### config.mk
export PLATFORM = sky130hd
export DESIGN_NAME = ao_peripheral_subsystem
export DESIGN_NICKNAME = d
export VERILOG_FILES = /design/src/hdl/ao_periph_pkg.sv /design/src/hdl/reg_bus_if.sv /design/src/hdl/obi_reg_bridge.sv /design/src/hdl/periph_reg_demux.sv /design/src/hdl/soc_ctrl.sv /design/src/hdl/ao_timer.sv /design/src/hdl/gpio_ao.sv /design/src/hdl/ao_peripheral_subsystem.sv
export SDC_FILE = /design/constraint.sdc
export NUM_CORES = 1
export LEC_CHECK = 0
export ABC_CLOCK_PERIOD_IN_PS = 2100
export BUFFER_PORTS_ARGS = -buffer_cell sky130_fd_sc_hd__buf_4
export CORE_MARGIN = 1.5
export CORE_UTILIZATION = 53
export CTS_BUF_LIST = sky130_fd_sc_hd__clkbuf_8
export CTS_CLUSTER_DIAMETER = 50
export DETAILED_ROUTE_END_ITERATION = 12
export GPL_ROUTABILITY_DRIVEN = 1
export PLACE_DENSITY_LB_ADDON = 0.3
export SLEW_MARGIN = 25
export SYNTH_ARGS = -nofsm -noshare
export SYNTH_HDL_FRONTEND = slang
export SYNTH_SLANG_ARGS = --single-unit
### constraint.sdc
create_clock -name clk_i -period 2.1 [get_ports clk_i]
set_input_delay 0.42 -clock clk_i [delete_from_list [all_inputs] [get_ports clk_i]]
set_output_delay 0.42 -clock clk_i [all_outputs]
set_load 0.05 [all_outputs]
### src/hdl/ao_periph_pkg.sv
/*
 * Always-on peripheral subsystem definitions
 * Bus widths, address map, register offsets and byte-strobe merge
 */
package ao_periph_pkg;

  localparam int unsigned ADDR_W = 32;
  localparam int unsigned DATA_W = 32;
  localparam int unsigned STRB_W = 4;

  // Peripheral slots behind the demux
  localparam int unsigned NUM_PERIPH = 3;
  localparam int unsigned SOC_CTRL_IDX = 0;
  localparam int unsigned TIMER_IDX = 1;
  localparam int unsigned GPIO_IDX = 2;
  localparam int unsigned SEL_W = 2;

  // Address bits 15:12 pick the region
  localparam int unsigned REGION_LSB = 12;
  localparam int unsigned REGION_W = 4;

  localparam logic [7:0] SOC_CTRL_EXIT_VALID_OFS = 8'h00;
  localparam logic [7:0] SOC_CTRL_EXIT_VALUE_OFS = 8'h04;
  localparam logic [7:0] SOC_CTRL_BOOT_SEL_OFS = 8'h08;
  localparam logic [7:0] SOC_CTRL_SCRATCH_OFS = 8'h0C;

  localparam logic [7:0] TIMER_CTRL_OFS = 8'h00;
  localparam logic [7:0] TIMER_COUNT_OFS = 8'h04;
  localparam logic [7:0] TIMER_COMPARE_OFS = 8'h08;
  localparam logic [7:0] TIMER_INTR_OFS = 8'h0C;

  localparam logic [7:0] GPIO_OUT_OFS = 8'h00;
  localparam logic [7:0] GPIO_OUT_EN_OFS = 8'h04;
  localparam logic [7:0] GPIO_IN_OFS = 8'h08;
  localparam logic [7:0] GPIO_INTR_EN_OFS = 8'h0C;
  localparam logic [7:0] GPIO_INTR_STATUS_OFS = 8'h10;

  localparam int unsigned GPIO_W = 8;

  // Replace only the bytes whose strobe is set
  function automatic logic [DATA_W-1:0] strb_merge(input logic [DATA_W-1:0] cur,
                                                   input logic [DATA_W-1:0] wdata,
                                                   input logic [STRB_W-1:0] strb);
    logic [DATA_W-1:0] res;
    res = cur;
    for (int i = 0; i < STRB_W; i++) begin
      if (strb[i]) begin
        res[8*i+:8] = wdata[8*i+:8];
      end
    end
    return res;
  endfunction

endpackage

### src/hdl/reg_bus_if.sv
/*
 * Register bus with valid/ready exchange
 * Slaves answer in the same cycle as the request
 */
`timescale 1ns/1ps

interface reg_bus_if
  import ao_periph_pkg::*;
();

  logic              valid;
  logic              write;
  logic [ADDR_W-1:0] addr;
  logic [DATA_W-1:0] wdata;
  logic [STRB_W-1:0] wstrb;
  logic [DATA_W-1:0] rdata;
  logic              error;
  logic              ready;

  modport master (
    output valid,
    output write,
    output addr,
    output wdata,
    output wstrb,
    input  rdata,
    input  error,
    input  ready
  );

  modport slave (
    input  valid,
    input  write,
    input  addr,
    input  wdata,
    input  wstrb,
    output rdata,
    output error,
    output ready
  );

endinterface

### src/hdl/obi_reg_bridge.sv
/*
 * OBI host port to register bus bridge
 * Grants on bus ready and returns the response one cycle later
 */
`timescale 1ns/1ps

module obi_reg_bridge
  import ao_periph_pkg::*;
(
  input  logic              clk_i,
  input  logic              arst_n_i,

  input  logic              req_i,
  input  logic [ADDR_W-1:0] addr_i,
  input  logic              we_i,
  input  logic [DATA_W-1:0] wdata_i,
  input  logic [STRB_W-1:0] be_i,
  output logic              gnt_o,
  output logic              rvalid_o,
  output logic [DATA_W-1:0] rdata_o,
  output logic              err_o,

  reg_bus_if.master         bus_o
);

  // Request goes straight onto the register bus
  assign bus_o.valid = req_i;
  assign bus_o.write = we_i;
  assign bus_o.addr  = addr_i;
  assign bus_o.wdata = wdata_i;
  assign bus_o.wstrb = be_i;

  assign gnt_o = req_i & bus_o.ready;

  always_ff @(posedge clk_i or negedge arst_n_i) begin
    if (!arst_n_i) begin
      rvalid_o <= 1'b0;
      err_o    <= 1'b0;
    end else begin
      rvalid_o <= gnt_o;
      err_o    <= gnt_o & bus_o.error;
    end
  end

  // Read data captured with the grant
  always_ff @(posedge clk_i) begin
    if (gnt_o) begin
      rdata_o <= bus_o.rdata;
    end
  end

endmodule

### src/hdl/periph_reg_demux.sv
/*
 * Register bus demultiplexer for the always-on peripherals
 * Unmapped regions are answered with an error and zero data
 */
`timescale 1ns/1ps

module periph_reg_demux
  import ao_periph_pkg::*;
(
  reg_bus_if.slave  bus_i,
  reg_bus_if.master soc_ctrl_o,
  reg_bus_if.master timer_o,
  reg_bus_if.master gpio_o
);

  logic [REGION_W-1:0] region;
  logic [SEL_W-1:0]    sel;
  logic                hit;

  assign region = bus_i.addr[REGION_LSB+:REGION_W];
  assign sel    = region[SEL_W-1:0];

  // Upper address bits must be clear for a hit
  assign hit = (bus_i.addr[ADDR_W-1:REGION_LSB+REGION_W] == '0) &&
               (region < REGION_W'(NUM_PERIPH));

  assign soc_ctrl_o.valid = bus_i.valid & hit & (sel == SEL_W'(SOC_CTRL_IDX));
  assign soc_ctrl_o.write = bus_i.write;
  assign soc_ctrl_o.addr  = bus_i.addr;
  assign soc_ctrl_o.wdata = bus_i.wdata;
  assign soc_ctrl_o.wstrb = bus_i.wstrb;

  assign timer_o.valid = bus_i.valid & hit & (sel == SEL_W'(TIMER_IDX));
  assign timer_o.write = bus_i.write;
  assign timer_o.addr  = bus_i.addr;
  assign timer_o.wdata = bus_i.wdata;
  assign timer_o.wstrb = bus_i.wstrb;

  assign gpio_o.valid = bus_i.valid & hit & (sel == SEL_W'(GPIO_IDX));
  assign gpio_o.write = bus_i.write;
  assign gpio_o.addr  = bus_i.addr;
  assign gpio_o.wdata = bus_i.wdata;
  assign gpio_o.wstrb = bus_i.wstrb;

  always_comb begin
    bus_i.rdata = '0;
    bus_i.error = 1'b1;
    bus_i.ready = 1'b1;
    if (hit) begin
      bus_i.error = 1'b0;
      case (sel)
        SEL_W'(SOC_CTRL_IDX): begin
          bus_i.rdata = soc_ctrl_o.rdata;
          bus_i.error = soc_ctrl_o.error;
          bus_i.ready = soc_ctrl_o.ready;
        end
        SEL_W'(TIMER_IDX): begin
          bus_i.rdata = timer_o.rdata;
          bus_i.error = timer_o.error;
          bus_i.ready = timer_o.ready;
        end
        SEL_W'(GPIO_IDX): begin
          bus_i.rdata = gpio_o.rdata;
          bus_i.error = gpio_o.error;
          bus_i.ready = gpio_o.ready;
        end
        default: ;
      endcase
    end
  end

endmodule

### src/hdl/soc_ctrl.sv
/*
 * SoC control registers
 * Exit flag and value, boot-select readback and scratch
 */
`timescale 1ns/1ps

module soc_ctrl
  import ao_periph_pkg::*;
(
  input  logic              clk_i,
  input  logic              arst_n_i,
  reg_bus_if.slave          bus_i,
  input  logic              boot_select_i,
  input  logic              execute_from_flash_i,
  output logic              exit_valid_o,
  output logic [DATA_W-1:0] exit_value_o
);

  logic [DATA_W-1:0] scratch_q;
  logic [7:0]        ofs;
  logic              we;

  assign ofs = bus_i.addr[7:0];
  assign we  = bus_i.valid & bus_i.write;

  assign bus_i.ready = 1'b1;
  assign bus_i.error = 1'b0;

  always_ff @(posedge clk_i or negedge arst_n_i) begin
    if (!arst_n_i) begin
      exit_valid_o <= 1'b0;
      exit_value_o <= '0;
      scratch_q    <= '0;
    end else if (we) begin
      if (ofs == SOC_CTRL_EXIT_VALID_OFS && bus_i.wstrb[0]) begin
        exit_valid_o <= bus_i.wdata[0];
      end
      if (ofs == SOC_CTRL_EXIT_VALUE_OFS) begin
        exit_value_o <= strb_merge(exit_value_o, bus_i.wdata, bus_i.wstrb);
      end
      if (ofs == SOC_CTRL_SCRATCH_OFS) begin
        scratch_q <= strb_merge(scratch_q, bus_i.wdata, bus_i.wstrb);
      end
    end
  end

  always_comb begin
    bus_i.rdata = '0;
    case (ofs)
      SOC_CTRL_EXIT_VALID_OFS: bus_i.rdata = {{(DATA_W-1){1'b0}}, exit_valid_o};
      SOC_CTRL_EXIT_VALUE_OFS: bus_i.rdata = exit_value_o;
      SOC_CTRL_BOOT_SEL_OFS:
        bus_i.rdata = {{(DATA_W-2){1'b0}}, execute_from_flash_i, boot_select_i};
      SOC_CTRL_SCRATCH_OFS:    bus_i.rdata = scratch_q;
      default: ;
    endcase
  end

endmodule

### src/hdl/ao_timer.sv
/*
 * Always-on compare timer
 * Counter wraps on compare match and sets a sticky interrupt
 */
`timescale 1ns/1ps

module ao_timer
  import ao_periph_pkg::*;
(
  input  logic     clk_i,
  input  logic     arst_n_i,
  reg_bus_if.slave bus_i,
  output logic     timer_intr_o
);

  logic              enable_q;
  logic [DATA_W-1:0] count_q;
  logic [DATA_W-1:0] compare_q;
  logic              pending_q;
  logic [7:0]        ofs;
  logic              we;
  logic              match;

  assign ofs   = bus_i.addr[7:0];
  assign we    = bus_i.valid & bus_i.write;
  assign match = enable_q && (count_q == compare_q);

  assign bus_i.ready = 1'b1;
  assign bus_i.error = 1'b0;

  always_ff @(posedge clk_i or negedge arst_n_i) begin
    if (!arst_n_i) begin
      enable_q  <= 1'b0;
      count_q   <= '0;
      compare_q <= '0;
      pending_q <= 1'b0;
    end else begin
      if (we && ofs == TIMER_CTRL_OFS && bus_i.wstrb[0]) begin
        enable_q <= bus_i.wdata[0];
      end
      if (we && ofs == TIMER_COMPARE_OFS) begin
        compare_q <= strb_merge(compare_q, bus_i.wdata, bus_i.wstrb);
      end
      // Bus write wins over the increment
      if (we && ofs == TIMER_COUNT_OFS) begin
        count_q <= strb_merge(count_q, bus_i.wdata, bus_i.wstrb);
      end else if (match) begin
        count_q <= '0;
      end else if (enable_q) begin
        count_q <= count_q + DATA_W'(1);
      end
      // A new match beats a clear in the same cycle
      if (match) begin
        pending_q <= 1'b1;
      end else if (we && ofs == TIMER_INTR_OFS && bus_i.wstrb[0] && bus_i.wdata[0]) begin
        pending_q <= 1'b0;
      end
    end
  end

  always_comb begin
    bus_i.rdata = '0;
    case (ofs)
      TIMER_CTRL_OFS:    bus_i.rdata = {{(DATA_W-1){1'b0}}, enable_q};
      TIMER_COUNT_OFS:   bus_i.rdata = count_q;
      TIMER_COMPARE_OFS: bus_i.rdata = compare_q;
      TIMER_INTR_OFS:    bus_i.rdata = {{(DATA_W-1){1'b0}}, pending_q};
      default: ;
    endcase
  end

  assign timer_intr_o = pending_q;

endmodule

### src/hdl/gpio_ao.sv
/*
 * Always-on GPIO block
 * Output and enable registers, synchronized inputs, rising-edge interrupts
 */
`timescale 1ns/1ps

module gpio_ao
  import ao_periph_pkg::*;
(
  input  logic              clk_i,
  input  logic              arst_n_i,
  reg_bus_if.slave          bus_i,
  input  logic [GPIO_W-1:0] cio_gpio_i,
  output logic [GPIO_W-1:0] cio_gpio_o,
  output logic [GPIO_W-1:0] cio_gpio_en_o,
  output logic [GPIO_W-1:0] intr_gpio_o
);

  logic [GPIO_W-1:0] intr_en_q;
  logic [GPIO_W-1:0] status_q;
  logic [GPIO_W-1:0] sync_q;
  logic [GPIO_W-1:0] in_q;
  logic [GPIO_W-1:0] in_prev_q;
  logic [GPIO_W-1:0] rise;
  logic [GPIO_W-1:0] clr;
  logic [7:0]        ofs;
  logic              we;

  assign ofs  = bus_i.addr[7:0];
  assign we   = bus_i.valid & bus_i.write & bus_i.wstrb[0];
  assign rise = in_q & ~in_prev_q;
  assign clr  = (we && ofs == GPIO_INTR_STATUS_OFS) ? bus_i.wdata[GPIO_W-1:0] : '0;

  assign bus_i.ready = 1'b1;
  assign bus_i.error = 1'b0;

  always_ff @(posedge clk_i or negedge arst_n_i) begin
    if (!arst_n_i) begin
      cio_gpio_o    <= '0;
      cio_gpio_en_o <= '0;
      intr_en_q     <= '0;
      status_q      <= '0;
      sync_q        <= '0;
      in_q          <= '0;
      in_prev_q     <= '0;
    end else begin
      // Two-flop synchronizer and edge history
      sync_q    <= cio_gpio_i;
      in_q      <= sync_q;
      in_prev_q <= in_q;
      status_q  <= (status_q & ~clr) | rise;
      if (we && ofs == GPIO_OUT_OFS)     cio_gpio_o    <= bus_i.wdata[GPIO_W-1:0];
      if (we && ofs == GPIO_OUT_EN_OFS)  cio_gpio_en_o <= bus_i.wdata[GPIO_W-1:0];
      if (we && ofs == GPIO_INTR_EN_OFS) intr_en_q     <= bus_i.wdata[GPIO_W-1:0];
    end
  end

  always_comb begin
    bus_i.rdata = '0;
    case (ofs)
      GPIO_OUT_OFS:         bus_i.rdata = {{(DATA_W-GPIO_W){1'b0}}, cio_gpio_o};
      GPIO_OUT_EN_OFS:      bus_i.rdata = {{(DATA_W-GPIO_W){1'b0}}, cio_gpio_en_o};
      GPIO_IN_OFS:          bus_i.rdata = {{(DATA_W-GPIO_W){1'b0}}, in_q};
      GPIO_INTR_EN_OFS:     bus_i.rdata = {{(DATA_W-GPIO_W){1'b0}}, intr_en_q};
      GPIO_INTR_STATUS_OFS: bus_i.rdata = {{(DATA_W-GPIO_W){1'b0}}, status_q};
      default: ;
    endcase
  end

  assign intr_gpio_o = status_q & intr_en_q;

endmodule

### src/hdl/ao_peripheral_subsystem.sv
/*
 * Always-on peripheral subsystem top level
 * Host bridge, region demux, SoC control, timer and GPIO
 */
`timescale 1ns/1ps

module ao_peripheral_subsystem
  import ao_periph_pkg::*;
(
  input  logic              clk_i,
  input  logic              arst_n_i,

  // Host port
  input  logic              req_i,
  input  logic [ADDR_W-1:0] addr_i,
  input  logic              we_i,
  input  logic [DATA_W-1:0] wdata_i,
  input  logic [STRB_W-1:0] be_i,
  output logic              gnt_o,
  output logic              rvalid_o,
  output logic [DATA_W-1:0] rdata_o,
  output logic              err_o,

  // SoC control
  input  logic              boot_select_i,
  input  logic              execute_from_flash_i,
  output logic              exit_valid_o,
  output logic [DATA_W-1:0] exit_value_o,

  output logic              timer_intr_o,

  // GPIO
  input  logic [GPIO_W-1:0] cio_gpio_i,
  output logic [GPIO_W-1:0] cio_gpio_o,
  output logic [GPIO_W-1:0] cio_gpio_en_o,
  output logic [GPIO_W-1:0] intr_gpio_o
);

  reg_bus_if periph_bus ();
  reg_bus_if soc_ctrl_bus ();
  reg_bus_if timer_bus ();
  reg_bus_if gpio_bus ();

  obi_reg_bridge i_obi_reg_bridge (
    .clk_i,
    .arst_n_i,
    .req_i,
    .addr_i,
    .we_i,
    .wdata_i,
    .be_i,
    .gnt_o,
    .rvalid_o,
    .rdata_o,
    .err_o,
    .bus_o    (periph_bus.master)
  );

  periph_reg_demux i_periph_reg_demux (
    .bus_i      (periph_bus.slave),
    .soc_ctrl_o (soc_ctrl_bus.master),
    .timer_o    (timer_bus.master),
    .gpio_o     (gpio_bus.master)
  );

  soc_ctrl i_soc_ctrl (
    .clk_i,
    .arst_n_i,
    .bus_i                (soc_ctrl_bus.slave),
    .boot_select_i,
    .execute_from_flash_i,
    .exit_valid_o,
    .exit_value_o
  );

  ao_timer i_ao_timer (
    .clk_i,
    .arst_n_i,
    .bus_i        (timer_bus.slave),
    .timer_intr_o
  );

  gpio_ao i_gpio_ao (
    .clk_i,
    .arst_n_i,
    .bus_i         (gpio_bus.slave),
    .cio_gpio_i,
    .cio_gpio_o,
    .cio_gpio_en_o,
    .intr_gpio_o
  );

endmodule

Word-level counts from Yosys, hierarchy flattened
Cells that the tools add are included.
{"block": "word_totals", "output_inout_bits": 93, "regBits": 221, "inputBits": 82}
{"block": "op_classes", "eq_ne": 11, "n_addsub": 1, "n_lt_le_gt_ge": 1, "muxes": 15, "reduce_logical": 36, "n_bitwise": 15}
{"op": "case mux 32 bit (4 select lines)", "count": 2}
{"op": "2-to-1 mux 32 bit", "count": 3}
{"op": "case mux 32 bit (3 select lines)", "count": 1}
{"op": "2-to-1 mux 8 bit", "count": 5}
{"op": "case mux 8 bit (5 select lines)", "count": 1}
{"op": "adder 32 x 1 -> 32 bit (second input constant)", "count": 1}
{"op": "== test 32 bit", "count": 1}
{"op": "bitwise AND 8 bit", "count": 3}
{"op": "AND reduction 3 bit", "count": 8}
{"op": "AND reduction 2 bit", "count": 9}
{"op": "== test 8 x 4 -> 1 bit (second input constant)", "count": 2}
{"op": "zero test 16 bit", "count": 1}
{"op": "inverter 8 bit", "count": 2}
{"op": "logical AND 1 bit", "count": 14}
{"op": "bitwise AND 1 bit", "count": 9}
{"op": "== test 8 x 3 -> 1 bit (second input constant)", "count": 1}
{"op": "== test 8 x 5 -> 1 bit (second input constant)", "count": 1}
{"op": "zero test 8 bit", "count": 1}
{"op": "inequality test 2 bit (second input constant)", "count": 4}
{"op": "OR 8 bit", "count": 1}
{"op": "less-than comparator 4 x 2 -> 1 bit (second input constant)", "count": 1}
{"op": "2-to-1 mux 1 bit", "count": 3}
{"op": "nonzero test 3 bit", "count": 1}
{"op": "== test 2 x 1 -> 1 bit (second input constant)", "count": 1}
{"op": "3 further kinds", "count": 3}

Longest topological paths before layout
{"block": "logic_depth", "depth_word": 11, "mapped_depth": 9, "depth_no_buf": 7}

Hierarchy
Synthesis repeated with hierarchy kept, for this count alone.
{"block": "hier_totals", "cells_unflattened": 1334, "area_unflattened_um2": 14232.4}
{"module": "ao_timer", "instances": 1, "cells_each": 452, "area_each_um2": 4284.1}
{"module": "soc_ctrl", "instances": 1, "cells_each": 229, "area_each_um2": 3072.9}
{"module": "periph_reg_demux", "instances": 1, "cells_each": 343, "area_each_um2": 2790.2}
{"module": "gpio_ao", "instances": 1, "cells_each": 204, "area_each_um2": 2536.2}
{"module": "obi_reg_bridge", "instances": 1, "cells_each": 106, "area_each_um2": 1549.0}

Least setup slack after synthesis
OpenSTA, ideal clock, no wires.
{"block": "synth_path", "path_type": "input-to-reg", "from": "input port addr_i[27]", "to": "register i_ao_timer.count_q[12]", "setup_time_ps": 130, "stages": 7, "required_ps": 1970, "path_slack_ps": -307, "arrival_time_ps": 2277, "n_path_buf": 2, "path_cell_list": "or4_1 buf_2 o41ai_4 a21boi_2 buf_2 o31a_1 o21ai_1"}
{"block": "synth_via", "elab_chain_len": 8}
{"item": "start: declaration", "line_no": "ao_peripheral_subsystem.sv:15", "text": "input logic [ADDR_W-1:0] addr_i,"}
{"item": "zero test 16 bit (*)", "line_no": "periph_reg_demux.sv:24", "text": "assign hit = (bus_i.addr[ADDR_W-1:REGION_LSB+REGION_W] == '0) &&"}
{"item": "logical AND 1 bit (*)", "line_no": "periph_reg_demux.sv:24"}
{"item": "bitwise AND 1 bit (*) (2 in a row)", "line_no": "periph_reg_demux.sv:33", "text": "assign timer_o.valid = bus_i.valid & hit & (sel == SEL_W'(TIMER_IDX));"}
{"item": "bitwise AND 1 bit (*)", "line_no": "ao_timer.sv:25", "text": "assign we = bus_i.valid & bus_i.write;"}
{"item": "logical AND 1 bit (*)", "line_no": "ao_timer.sv:45", "text": "if (we && ofs == TIMER_COUNT_OFS) begin"}
{"item": "inequality test 2 bit (no line) / nonzero test 3 bit (equally long branches)"}
{"item": "AND reduction 2 bit (no line)"}
{"item": "end signal: assignment", "line_no": "ao_timer.sv:46", "text": "count_q <= strb_merge(count_q, bus_i.wdata, bus_i.wstrb);"}
{"item": "end signal: assignment", "line_no": "ao_timer.sv:50", "text": "count_q <= count_q + DATA_W'(1);"}
{"item": "end: declaration", "line_no": "ao_timer.sv:17", "text": "logic [DATA_W-1:0] count_q;"}
Every way passes the cells marked *; elsewhere a longest branch is shown, timed or not.
A chain may end at the register's enable or synchronous reset.

Worst setup path after layout
{"block": "layout_path", "from": "register i_ao_timer.count_q[19]", "to": "register i_ao_timer.count_q[17]"}
{"block": "layout_via", "elab_chain_len": 4}
{"item": "== test 32 bit (*)", "line_no": "ao_timer.sv:26", "text": "assign match = enable_q && (count_q == compare_q);"}
{"item": "logical AND 1 bit (*)", "line_no": "ao_timer.sv:26"}
{"item": "nonzero test 3 bit (no line) / 2-to-1 mux 32 bit (equally long branches)"}
{"item": "AND reduction 2 bit (no line) / 2-to-1 mux 32 bit (equally long branches)"}
Marked as above.

==> metrics.md <==
| Metric | Value |
|---|---|
| Status | finished, final reports clean |
| Unrepaired setup endpoints after global routing | true |
| Number of global-route vias before repair | 9128 |
| Fin cells | 1512 |
| Final count of hold timing violations | 0 |
| Average cell area after synthesis | 11.6 um^2 |
| GPL Wtd Cong | 0.937 |
| Slew @ Worst Pin | 0.565 ns |
| Kind of critical path | reg -> reg |
| GRT Util Overall | 29.0% |
| EDFF count, synth | 32 |
| Worst path cell trace | xor2_2, nor4_1, nand4_1, nor3_4, buf_6, nor3_1, a221o_1 |
| CP max FO | 8 |
| Layout area overhead | 33.1% |
| Worst min path class | in -> reg |
| Initial antenna violation count | 0 |
| Most frequent cells in the layout | buf_4, dfrtp_1, mux2_2 |
| Die Ht | 146 um |
| CTS Buf Count | 38 |
| Final slew viol count | 0 |
| Total grt overflow | 0 |
| Most common cell after layout, fill and taps aside | buf_4 |
| Design area | 14500 um^2 |
| ANT cells | 0 |
| H-tree depth | 2 |
| CTS Root Cell | clkbuf_8 |
| Iter 0 DRT Violations | 753 |
| Startpoint Class | flip-flop |
| Critical-path top delay cell | dfrtp_2 |
| Most Crowded Layer GR | met2 |
| Leakage | 7.00 nW |
| Register area share after synthesis | 52.2% |
| Main synth FF type | dfrtp_1 |
| Syn Inst Count | 937 |
| Sink Count | 221 |
| Die X | 146 um |
| Synthesis warning total | 0 |
| Post-DR wirelength/cell | 20.5 um |
| Sum of negative setup slack | 0 ns |
| Placeable Area | 20200 um^2 |
| Unique cell type count in the Yosys netlist | 65 |
| FP Rows | 52 |
| Clock buffer depth | 3 |
| # setup viols final | 0 |
| Arr. time, crit path | 2.48 ns |
| Met1 Use GR | 39.0% |
| CP endpoint kind | flip-flop |
| Reg clk slew, reported paths | 0.06 ns |
| Max rail drop VDD | 0.675 mV |
| WL final | 31100 um |
| Filler cells | 1447 |
| NumNets Final | 1295 |
| Clock insertion delay at the later pin of the skew report | 0.54 ns |
| Port bufs | 170 |
| Period minus WS final | 2.06 ns |
| Vias/cell | 6.12 |
| TritonCTS clock tree | done |
| TritonRoute pass-1 iters | 6 |
| Vias | 9256 |
| M2 GR Usage | 47.1% |
| Max frequency | 485 MHz |
| Clock Skews | 0.0260 ns |
| #FFs+latches synth | 221 |
| Placed cell areas | 13500 um^2 |
| Initial Util | 54.0% |
| ANT nets after route | 0 |
| Met3 Use GR | 5.41% |
| CP required | 2.52 ns |
| I/O pin cnt | 175 |
| Post-synth ARST share | 85.5% |
| Max incr delay on CP | 0.46 ns |
| Largest net degree at the start of global routing | 62 |
| Final period util | 98.1% |
| Mapped cell area | 10900 um^2 |
| Layout cells sized above 1 | 42.7% |
| DP HPWL | 22200 um |
| Cell total after placement | 1426 |
| Slew HR | 62.4% |
| Power Dens Cells | 621 nW/um^2 |
| Die Area | 21400 um^2 |
| First-pass GRT wire length | 49100 um |
| Syn nets | 1020 |
| Max cap viols | 0 |
| Hold Slack | 0.129 ns |
| DRC viols | 0 |
==> worst max-delay path: cells and delay by family, from the launching register on <==
kind | cells | cell delay, ns
simple gates | 4 | 0.86
compound gates | 1 | 0.25
buf+inv | 1 | 0.17
xor+xnor | 1 | 0.21
flops | 1 | 0.46
==> cell families after synthesis <==
group | after synthesis | synth area share (%)
flops | 221 | 52.2
fa+ha+maj | 1 | 0.115
buf+inv | 88 | 3.19
xor+xnor | 32 | 2.57
compound gates | 225 | 15.8
mux | 135 | 14.1
simple gates | 235 | 12.0
==> what timing repair did <==
| action | CTS | global route |
|---|---|---|
| pin swaps | 1 | 10 |
| resized for setup | 0 | 21 |
| hold buffers | 9 | 0 |
| buffers inserted | 0 | 7 |
| endpoints found under the setup margin | 1 | 18 |
| hold endpoints to repair | 62 | 0 |
==> sequential cells by signal, summed over array words and instances, names as in the netlist <==
signal / flops
i_gpio_ao.intr_en_q: 8
i_gpio_ao.cio_gpio_en_o: 8
i_soc_ctrl.exit_value_o: 32
i_gpio_ao.sync_q: 8
i_soc_ctrl.scratch_q: 32
i_gpio_ao.in_q: 8
i_ao_timer.count_q: 32
i_ao_timer.compare_q: 32
i_ao_timer.enable_q: 1
i_gpio_ao.cio_gpio_o: 8
i_soc_ctrl.exit_valid_o: 1
i_gpio_ao.in_prev_q: 8
i_obi_reg_bridge.err_o: 1
i_obi_reg_bridge.rdata_o: 32
i_obi_reg_bridge.rvalid_o: 1
i_ao_timer.timer_intr_o: 1
i_gpio_ao.status_q: 8
==> cell usage after synthesis, drive strengths merged (6+ instances only) <==
library cell / n / area (um^2)
xor2: 31 / 272
a21oi: 22 / 110
o21a: 9 / 67.6
and3: 17 / 106
nor4: 16 / 115
nand2: 56 / 230
o31a: 11 / 96.3
buf: 18 / 85.1
nand4: 20 / 131
o22ai: 7 / 43.8
a211o: 8 / 70.1
mux2i: 8 / 80.1
mux2: 125 / 1410
a211oi: 20 / 155
and2: 15 / 93.8
o21ai: 23 / 115
a22oi: 50 / 375
or4: 10 / 78.8
a222oi: 6 / 60.1
inv: 17 / 63.8
a22o: 28 / 245
clkbuf: 53 / 199
a221oi: 20 / 175
nor2: 25 / 93.8
nand3: 30 / 150
dfrtp: 189 / 4730
nor2b: 7 / 43.8
nor3: 18 / 106
or2: 7 / 43.8
edfxtp: 32 / 961
==> layout make-up <==
| class | count | area [um^2] | area share [%] |
|---|---|---|---|
| Inverter | 17 | 63.8 | 0.440 |
| Clock buffer | 41 | 564 | 3.89 |
| Multi-Input combinational cell | 628 | 5120 | 35.3 |
| Tap cell | 270 | 338 | 2.33 |
| Sequential cell | 221 | 5700 | 39.3 |
| Timing Repair Buffer | 306 | 2510 | 17.3 |
| Clock inverter | 29 | 208 | 1.43 |
==> power by group <==
part           switching, mW  internal, mW  leakage [nW]
clock                   1.77          2.19         0.454
combinational          0.398         0.235          3.81
sequential            0.0208          4.40          2.74
==> layer usage <==
metal / up-vias / routed length [um]
met2: 369 / 15000
li1: 4136 / -
met5: - / 0
met3: 81 / 2050
met1: 4670 / 13000
met4: 0 / 993
==> per-stage QoR <==
step                power (mW)  utilization (%)  setup slack [ns]
detailed placement        5.12             66.9            -0.428
global route              9.30             71.9           -0.0320
finish                    9.01             71.9            0.0401
CTS                       9.07             71.2            0.0483
floorplan                 4.73                -            -0.217
global placement          5.11             66.9            -0.384
==> path summary, 6_finish.rpt <==
kind / from / depth (start not counted) / slack [ns] / to
hold reg to reg: i_gpio_ao.sync_q[4] / 0 / 0.35 / i_gpio_ao.in_q[4]
setup / recovery: i_ao_timer.count_q[19] / 7 / 0.04 / i_ao_timer.count_q[17]
hold / removal: wdata_i[23] / 2 / 0.13 / i_soc_ctrl.exit_value_o[23]
min in group asynchronous: arst_n_i / 2 / 0.44 / i_gpio_ao.sync_q[4]
max in group asynchronous: arst_n_i / 3 / 0.94 / i_ao_timer.count_q[11]
setup reg to reg: i_ao_timer.count_q[19] / 7 / 0.04 / i_ao_timer.count_q[17]
No activity file was read; power rests on OpenSTA's default activity.
